$ cat config.mk
export PLATFORM = sky130hd
export DESIGN_NAME = l2_side_ctrl
export DESIGN_NICKNAME = d
export VERILOG_FILES = /design/src/source/l2_pkg.sv /design/src/source/l2_side_ctrl.sv
export SDC_FILE = /design/constraint.sdc
export NUM_CORES = 1
export LEC_CHECK = 0
export BUFFER_PORTS_ARGS = -buffer_cell sky130_fd_sc_hd__buf_2
export CAP_MARGIN = 20
export CORE_AREA = 2 2 155 157
export DETAILED_ROUTE_END_ITERATION = 16
export DIE_AREA = 0 0 157 159
export SLEW_MARGIN = 15
export SYNTH_ARGS = -nofsm -noshare
export SYNTH_HDL_FRONTEND = slang
export SYNTH_SLANG_ARGS = --single-unit
export TNS_END_PERCENT = 20
$ cat constraint.sdc
create_clock -name clk -period 1.3 [get_ports clk]
set_input_delay 0.26 -clock clk [delete_from_list [all_inputs] [get_ports clk]]
set_output_delay 0.26 -clock clk [all_outputs]
set_load 0.02 [all_outputs]
$ cat src/source/l2_pkg.sv
package l2_pkg;

	// result vector width from the layer-2 engine
	localparam int L2_DATA_W = 128;

	// flat SRAM address, 256 entries per side
	localparam int L2_ADDR_W = 8;

	// row or column index into the feature map
	localparam int COORD_W = 8;

	typedef logic [L2_DATA_W-1:0] l2_vec_t;	// one layer-2 result vector
	typedef logic [COORD_W-1:0] coord_t;	// map row or column

	// buffer side select, 0 or 1
	typedef logic side_t;

	// write request from layer-2 engine, 144 bits
	typedef struct packed
	{
		coord_t row;	// map row of the result
		coord_t col;	// map column of the result
		l2_vec_t data;	// result vector
	} l2_wr_t;

	// read request from layer-3 engine, 16 bits
	typedef struct packed
	{
		coord_t row;	// map row to fetch
		coord_t col;	// map column to fetch
	} l2_rd_t;

endpackage

$ cat src/source/l2_side_ctrl.sv
`timescale 1ns/1ps

// ping-pong side controller
// layer-2 writes go to wr_side, layer-3 reads go to the other side
module l2_side_ctrl
	import l2_pkg::*;
(
	input  logic       clk,
	input  logic       rst_n,
	input  logic       wr_en,		// write strobe from layer-2 engine
	input  logic       rd_en,		// read strobe from layer-3 engine
	input  logic       swap,		// frame done, flip sides
	output logic [1:0] side_wr_en,		// per-side write enable
	output logic [1:0] side_rd_en,		// per-side read enable
	input  l2_vec_t    side_rd_data0,	// returned vector from side 0
	input  l2_vec_t    side_rd_data1,	// returned vector from side 1
	output side_t      wr_side,		// side currently being filled
	output l2_vec_t    rd_data,		// selected read vector
	output logic       rd_valid		// rd_data holds a result
);

	// read in flight, one stage deep
	typedef struct packed
	{
		logic  vld;	// a read was issued last edge
		side_t side;	// which side it went to
	} rd_tag_t;

	side_t   cur_side;	// write side
	side_t   rd_side;	// read side, always the opposite one
	rd_tag_t tag_q;

	assign rd_side = ~cur_side;

	// write side flips after the swap edge
	// same-cycle write and read still use the old sides
	always_ff @(posedge clk or negedge rst_n)
	begin
		if (!rst_n)
		begin
			cur_side <= 1'b0;
		end
		else if (swap)
		begin
			cur_side <= ~cur_side;
		end
	end

	// remember where the read went so the data mux matches
	always_ff @(posedge clk or negedge rst_n)
	begin
		if (!rst_n)
		begin
			tag_q <= '0;
		end
		else
		begin
			tag_q.vld <= rd_en;
			tag_q.side <= rd_side;
		end
	end

	// enable decode
	always_comb
	begin
		side_wr_en[0] = wr_en & (cur_side == 1'b0);
		side_wr_en[1] = wr_en & (cur_side == 1'b1);
		side_rd_en[0] = rd_en & (rd_side == 1'b0);
		side_rd_en[1] = rd_en & (rd_side == 1'b1);
	end

	// return mux, zero when nothing is coming back
	always_comb
	begin
		if (!tag_q.vld)
		begin
			rd_data = '0;
		end
		else if (tag_q.side)
		begin
			rd_data = side_rd_data1;
		end
		else
		begin
			rd_data = side_rd_data0;
		end
	end

	assign rd_valid = tag_q.vld;	// fixed one-cycle latency
	assign wr_side = cur_side;

endmodule

==> results of run 1 <==
## cell families after synthesis
logic type	count (synthesis)	share of synthesized area
AND/OR/NAND/NOR	132	0.328
multiplexers	128	0.509
buffers and inverters	29	0.130
flip-flops	3	0.0298
XOR/XNOR	1	0.00348
## layout make-up
class                   count  area, sq um  share of cell area
repair buffers            440         2660               0.454
multi-input cells         261         2640               0.450
well taps                 319          399              0.0681
flip-flops and latches      3         81.3              0.0139
clock buffers               4         78.8              0.0135
inverters                   1         3.75            0.000641
## worst max-delay path: stages, from the launching register on
cell and delay, ns:
dfrtp_4 0.51, buf_12 0.18, buf_4 0.18, mux2i_2 0.16, nor2b_2 0.12, buf_2 0.17
## per-stage QoR
step,worst slack [ns],total power (W)
after global routing,-0.574,0.00856
after CTS,-0.535,0.00738
after floorplan,-0.104,0.00526
final,-0.535,0.00810
after global placement,-0.278,0.00662
after detailed placement,-0.298,0.00667
## placed cells by master (no fill, tap or decap), types with 2 or more instances in the layout
cell	synthesis	layout
buf_2	0	347
clkbuf_16	0	5
nor2b_1	130	10
buf_4	0	59
nor2b_2	0	100
buf_12	13	6
mux2i_2	0	32
mux2i_1	128	96
nor2b_4	0	20
buf_6	1	24
and2_1	2	2
dfrtp_2	0	2
## flip-flops by register name, summed over array words and instances (netlist names)
name / count
tag_q: 1
rd_valid: 1
wr_side: 1
## what timing repair did
item                                    in CTS  in global routing
endpoints found under the setup margin     129                130
hold endpoints to repair                     3                  0
hold buffers                                 1                  0
resized for setup                           36                 69
buffers inserted                             0                  2
gates cloned                                 0                  2
## Yosys cell counts
cell / number / share of area
and2_1: 2 / 0.0050
nor2b_1: 130 / 0.32
clkbuf_1: 14 / 0.021
inv_1: 1 / 0.0015
dfrtp_1: 3 / 0.030
xor2_1: 1 / 0.0035
buf_6: 1 / 0.0045
buf_12: 13 / 0.10
mux2i_1: 128 / 0.51
## power by group through the flow
| stage | Clock, W | Sequential (W) | Combinational, W |
|---|---|---|---|
| final | 0.000485 | 0.000218 | 0.00740 |
| after global routing | 0.000502 | 0.000226 | 0.00783 |
| after CTS | 0.000492 | 0.000207 | 0.00668 |
| after detailed placement | 0 | 0.000202 | 0.00646 |
| after global placement | 0 | 0.000199 | 0.00642 |
| after floorplan | 0 | 0.000193 | 0.00506 |
## worst max-delay path by stage
stage / from / endpoint / cells after the start / slack, ns
after floorplan: rd_valid$_DFF_PN0_ / rd_data[100] / 3 / -0.10
after global placement: tag_q[0]$_DFF_PN0_ / rd_data[69] / 5 / -0.28
after detailed placement: tag_q[0]$_DFF_PN0_ / rd_data[61] / 5 / -0.30
after CTS: tag_q[0]$_DFF_PN0_ / rd_data[32] / 5 / -0.54
after global routing: tag_q[0]$_DFF_PN0_ / rd_data[69] / 5 / -0.57
final: tag_q[0]$_DFF_PN0_ / rd_data[69] / 5 / -0.54
## metal layers
metal	routed length, microns	up-vias	GRT usage	part of all wire
met2	6980	238	0.179	0.56
met3	1130	4	0.0109	0.091
met4	28	0	0.00709	0.0023
met5	0	-	0	0
li1	-	1819	-	-
met1	4260	1635	0.0759	0.34
==> results.py, run 1 <==
metrics = {
    "clock_network": {
        "clk_pin_slew_ns": 0.03,
        "clk_latency_ns": 0.22,
        "cts_buffers": 3,
        "htree_num_levels": 1,
        "clockRootBuffer": "clkbuf_16",
        "cts_buffer_depth": 2,
        "cts_tree": "done",
        "cts_sinks": 3,
    },
    "detailed_routing": {
        "wl_per_cell_microns": 12.1,
        "drtIter0Drc": 85,
        "vias": 3696,
        "viasPerCell": 3.60,
        "wl_microns": 12400,
        "antenna_left": 0,
        "drt-pass1-iter-count": 4,
        "drc": 0,
    },
    "setup_path": {
        "setup.worst_path.class": "register to primary output",
        "reg2regPathDepth": 1,
        "crit_arrival_ns": 1.58,
        "r2r_slack_ns": 0.58,
        "r2r_start": "wr_side$_DFFE_PN0P_",
        "cp-start-kind": "register",
        "crit_path_max_fanout": 27,
        "critical_path.endpoint_type": "primary output",
        "critPathRequiredTime_ns": 1.04,
        "r2r_end": "wr_side$_DFFE_PN0P_",
    },
    "grt": {
        "overflow": 0,
        "grt_usage": 0.0800,
        "grt_pass1_vias": 3623,
        "antenna_found_initial": 0,
        "grt_max_degree": 64,
        "grt_pass1_wl_microns": 16600,
    },
    "placed_design": {
        "io_buffers": 394,
        "gp_congestion": 0.803,
        "dp_cells": 1019,
        "dpl_cell_area_sq_mm": 0.00535,
        "dpl.hpwl_microns": 10200,
    },
    "floorplanning": {
        "die-area_sq_mm": 0.0250,
        "pin_count": 395,
        "core_area_sq_mm": 0.0232,
        "die_w_microns": 157,
        "rows": 56,
        "dieHeight_microns": 159,
        "initial_utilization": 0.109,
    },
    "timing": {
        "fin_crit_ns": 1.84,
        "hold_violations": 0,
        "skew_ns": 0.00159,
        "rsz0062_at_grt": "yes",
        "fin_crit_sh": 1.41,
        "setup_violations": 129,
        "fmax_mhz": 545,
        "finalMaxSlewViolations": 0,
        "setup_ws_ns": -0.535,
        "slew-limit-headroom": 0.771,
        "holdWs_ns": 0.187,
        "fin_tns_setup_ns": -57.10,
        "worst_slew_pin_slew_ns": 0.335,
    },
    "run_status": {
        "violations": "setup timing",
        "status": "complete, but fails checks",
    },
    "worst_hold_path": {
        "min_to": "rd_valid$_DFF_PN0_",
        "hold_depth": 1,
        "min-delay-start": "rd_en",
        "hp-class": "input pin to register",
    },
    "power_and_ir_drop": {
        "switching_share": 0.463,
        "power.net_switching_w": 0.00375,
        "power_frac_clock": 0.060,
        "p_int_w": 0.00435,
        "peakVddDrop_mv": 0.730,
        "p_comb_frac": 0.913,
        "power_frac_seq": 0.027,
        "power_density_mw_per_mm2": 1380,
        "p_leak_nw": 3.25,
    },
    "flow_run": {
        "max_cap_violations": 0,
    },
    "layout": {
        "drive_above_1_share": 0.842,
        "antenna_cells": 0,
        "final_area_sq_mm": 0.00586,
        "layout.nets": 971,
        "fin_util": 0.253,
        "syn2layout_area_growth_pct": 133,
        "layoutNonFillerInstCount": 1028,
        "fillers": 2484,
    },
    "synth": {
        "synth.distinct_cells": 9,
        "synth-seq-cells": 3,
        "syn_inst": 293,
        "avgSynthCellArea_sq_um": 8.60,
        "synth_nets": 554,
        "ys_warn_count": 0,
        "syn_area_sq_mm": 0.00252,
        "seq_area_frac_synth": 0.0298,
    },
}
(Power assumes the default switching activity.)
==> run 2: changes to the inputs <==
--- a/config.mk
+++ b/config.mk
@@ -5,11 +5,14 @@
 export SDC_FILE = /design/constraint.sdc
 export NUM_CORES = 1
 export LEC_CHECK = 0
+export ABC_AREA = 1
 export BUFFER_PORTS_ARGS = -buffer_cell sky130_fd_sc_hd__buf_2
 export CAP_MARGIN = 20
-export CORE_AREA = 2 2 155 157
+export CORE_AREA = 2 2 154 156
 export DETAILED_ROUTE_END_ITERATION = 16
-export DIE_AREA = 0 0 157 159
+export DIE_AREA = 0 0 156 158
+export GPL_TIMING_DRIVEN = 0
+export PLACE_DENSITY_LB_ADDON = 0.1
 export SLEW_MARGIN = 15
 export SYNTH_ARGS = -nofsm -noshare
 export SYNTH_HDL_FRONTEND = slang
==> run 2 against run 1 <==
  * The run still ends with setup timing left
  * Global-route usage rose by 5.0 points
  * Clock skew up 0.0014 ns
  * Hold slack better by 0.036 ns
  * Core utilization rose by 1.3 points
  * Fmax grew 10%
  * Worst setup slack better by 0.17 ns
  * Critical path depth stayed put
  * Cell area grew 4.5%
  * Combinational power rose by 15%
==> results.py, run 2 <==
metrics = {
    "synth": {
        "synth.distinct_cells": 7,
        "syn_area_sq_mm": 0.00274,
        "avgSynthCellArea_sq_um": 3.94,
        "seq_area_frac_synth": 0.0274,
        "ys_warn_count": 0,
        "synth_top_area_cell": "nand2_1",
        "async_flop_share": 1.00,
        "synth_nets": 956,
        "synth-edff-count": 0,
        "syn_inst": 695,
        "ys_top_cells_by_area": "nand2_1, nor2_1, inv_1",
        "synthTopCellsByCount": "nand2_1, nor2_1, inv_1",
        "ys.flop_type": "dfrtp_1",
        "synth-seq-cells": 3,
        "synth_top_area_frac": 0.353,
    },
    "clock_network": {
        "clockRootBuffer": "clkbuf_16",
        "clk_pin_slew_ns": 0.03,
        "cts_tree": "done",
        "cts_sinks": 3,
        "cts_buffers": 3,
        "cts_buffer_depth": 2,
        "htree_num_levels": 1,
        "clk_latency_ns": 0.22,
        "cts_setup_buffers": 0,
    },
    "grt": {
        "grt_pass1_wl_microns": 25500,
        "grt_pass1_vias": 4915,
        "grt_usage": 0.130,
        "grt_max_degree": 11,
        "overflow": 0,
        "antenna_found_initial": 0,
    },
    "layout": {
        "fin_util": 0.265,
        "antenna_cells": 0,
        "drive_above_1_share": 0.477,
        "syn2layout_area_growth_pct": 123,
        "layout_common_cells": "buf_2, nand2_1, nor2_1, inv_1, buf_4",
        "seqCellArea_sq_um": 78.8,
        "layout.nets": 1356,
        "multiInputGateArea_sq_mm": 0.00230,
        "fillers": 2750,
        "layout.cells.most_common": "buf_2",
        "final_area_sq_mm": 0.00612,
    },
    "timing": {
        "hold_violations": 0,
        "setup_ws_ns": -0.369,
        "fin_crit_ns": 1.67,
        "fin_crit_sh": 1.28,
        "setup_violations": 128,
        "skew_ns": 0.00302,
        "worst_slew_pin_slew_ns": 0.222,
        "rsz0062_at_grt": "yes",
        "slew-limit-headroom": 0.852,
        "finalMaxSlewViolations": 0,
        "fmax_mhz": 599,
    },
    "detailed_routing": {
        "wl_microns": 17100,
        "drt-pass1-iter-count": 4,
        "viasPerCell": 3.66,
        "vias": 5068,
        "wl_per_cell_microns": 12.3,
        "drc": 0,
        "antenna_left": 0,
        "drtIter0Drc": 193,
    },
    "power_and_ir_drop": {
        "p_comb_frac": 0.923,
        "power.net_switching_w": 0.00511,
        "peakVddDrop_mv": 0.546,
        "power_frac_clock": 0.053,
        "p_int_w": 0.00409,
        "power_density_mw_per_mm2": 1500,
        "switching_share": 0.556,
        "power_frac_seq": 0.024,
        "p_leak_nw": 4.02,
    },
    "setup_path": {
        "cp-start-kind": "register",
        "crit_path_max_fanout": 10,
        "crit_arrival_ns": 1.41,
        "critPathRequiredTime_ns": 1.04,
        "setup.worst_path.class": "register to primary output",
        "critical_path.endpoint_type": "primary output",
        "reg2regPathDepth": 1,
    },
    "floorplanning": {
        "die-area_sq_mm": 0.0246,
        "core_area_sq_mm": 0.0231,
        "dieHeight_microns": 158,
        "pin_count": 395,
        "initial_utilization": 0.119,
        "die_w_microns": 156,
        "rows": 56,
    },
    "flow_run": {
        "max_cap_violations": 0,
    },
    "worst_hold_path": {
        "hp-class": "input pin to register",
        "hold_depth": 1,
    },
    "placed_design": {
        "dpl_cell_area_sq_mm": 0.00523,
        "io_buffers": 394,
        "gp_congestion": 0.795,
        "dpl.hpwl_microns": 14400,
    },
    "run_status": {
        "violations": "setup timing",
        "status": "complete, but fails checks",
    },
}
-- run 2: path summary, 6_finish.rpt --
| kind | from | end | slack (ns) |
|---|---|---|---|
| worst max-delay path | tag_q[0]$_DFF_PN0_ | rd_data[26] | -0.37 |
| worst min-delay path | rd_en | rd_valid$_DFF_PN0_ | 0.22 |
| worst max register to register | wr_side$_DFFE_PN0P_ | wr_side$_DFFE_PN0P_ | 0.50 |
| worst min register to register | wr_side$_DFFE_PN0P_ | tag_q[0]$_DFF_PN0_ | 0.56 |
| max in group asynchronous | rst_n | tag_q[0]$_DFF_PN0_ | 0.79 |
| min in group asynchronous | rst_n | wr_side$_DFFE_PN0P_ | 0.38 |
-- run 2: cell families (layout without fill, tap and decap cells) --
| logic type | Yosys count | count (layout) | share of synthesized area |
|---|---|---|---|
| DFF | 3 | 3 | 0.0274 |
| xor gates and xnor gates | 1 | 1 | 0.00320 |
| buffers and inverters | 175 | 574 | 0.263 |
| and+or+nand+nor | 516 | 516 | 0.707 |
-- run 2: area by class of cell --
class,count,area share
plain buffers,42,0.0705
clock buffers,4,0.0129
inverters,133,0.0816
multi-input cells,517,0.375
flip-flops and latches,3,0.0129
well taps,290,0.0593
repair buffers,395,0.388
-- run 2: power groups by stage --
stage	registers [W]	logic [W]	clock network (W)
finish	0.000219	0.00849	0.000492
global route	0.000227	0.00933	0.000522
CTS	0.000222	0.00826	0.000500
detailed placement	0.000194	0.00697	0
global placement	0.000191	0.00704	0
floorplan	0.000186	0.00454	0
-- run 2: timing repair --
item | in CTS | in global routing
resized for setup | 207 | 71
setup endpoints to repair | 131 | 129
pin swaps | 2 | 3
endpoints found under the hold margin | 3 | 0
hold buffers | 1 | 0
-- run 2: layer usage --
metal  wire, microns  global-route usage
met1            6500               0.142
met2            8890               0.256
met3            1390              0.0268
met4             310              0.0280
met5               0                   0
-- run 2: per-stage QoR --
stage	setup slack, ns	power [W]	setup TNS, ns	instances	hold slack, ns
global route	-0.446	0.0101	-48.84	1384	0.218
global placement	-0.438	0.00723	-36.22	1379	0.0673
floorplan	-0.0701	0.00473	-6.80	695	-0.0356
finish	-0.369	0.00920	-38.74	1384	0.222
CTS	-0.411	0.00898	-42.21	1384	0.219
detailed placement	-0.445	0.00716	-38.57	1379	0.0709
-- run 2: critical path: stages (launching register included) --
cell and delay [ns]:
dfrtp_2 0.45, buf_12 0.17, buf_4 0.17, nor2_1 0.18, nor2_4 0.07, buf_6 0.13
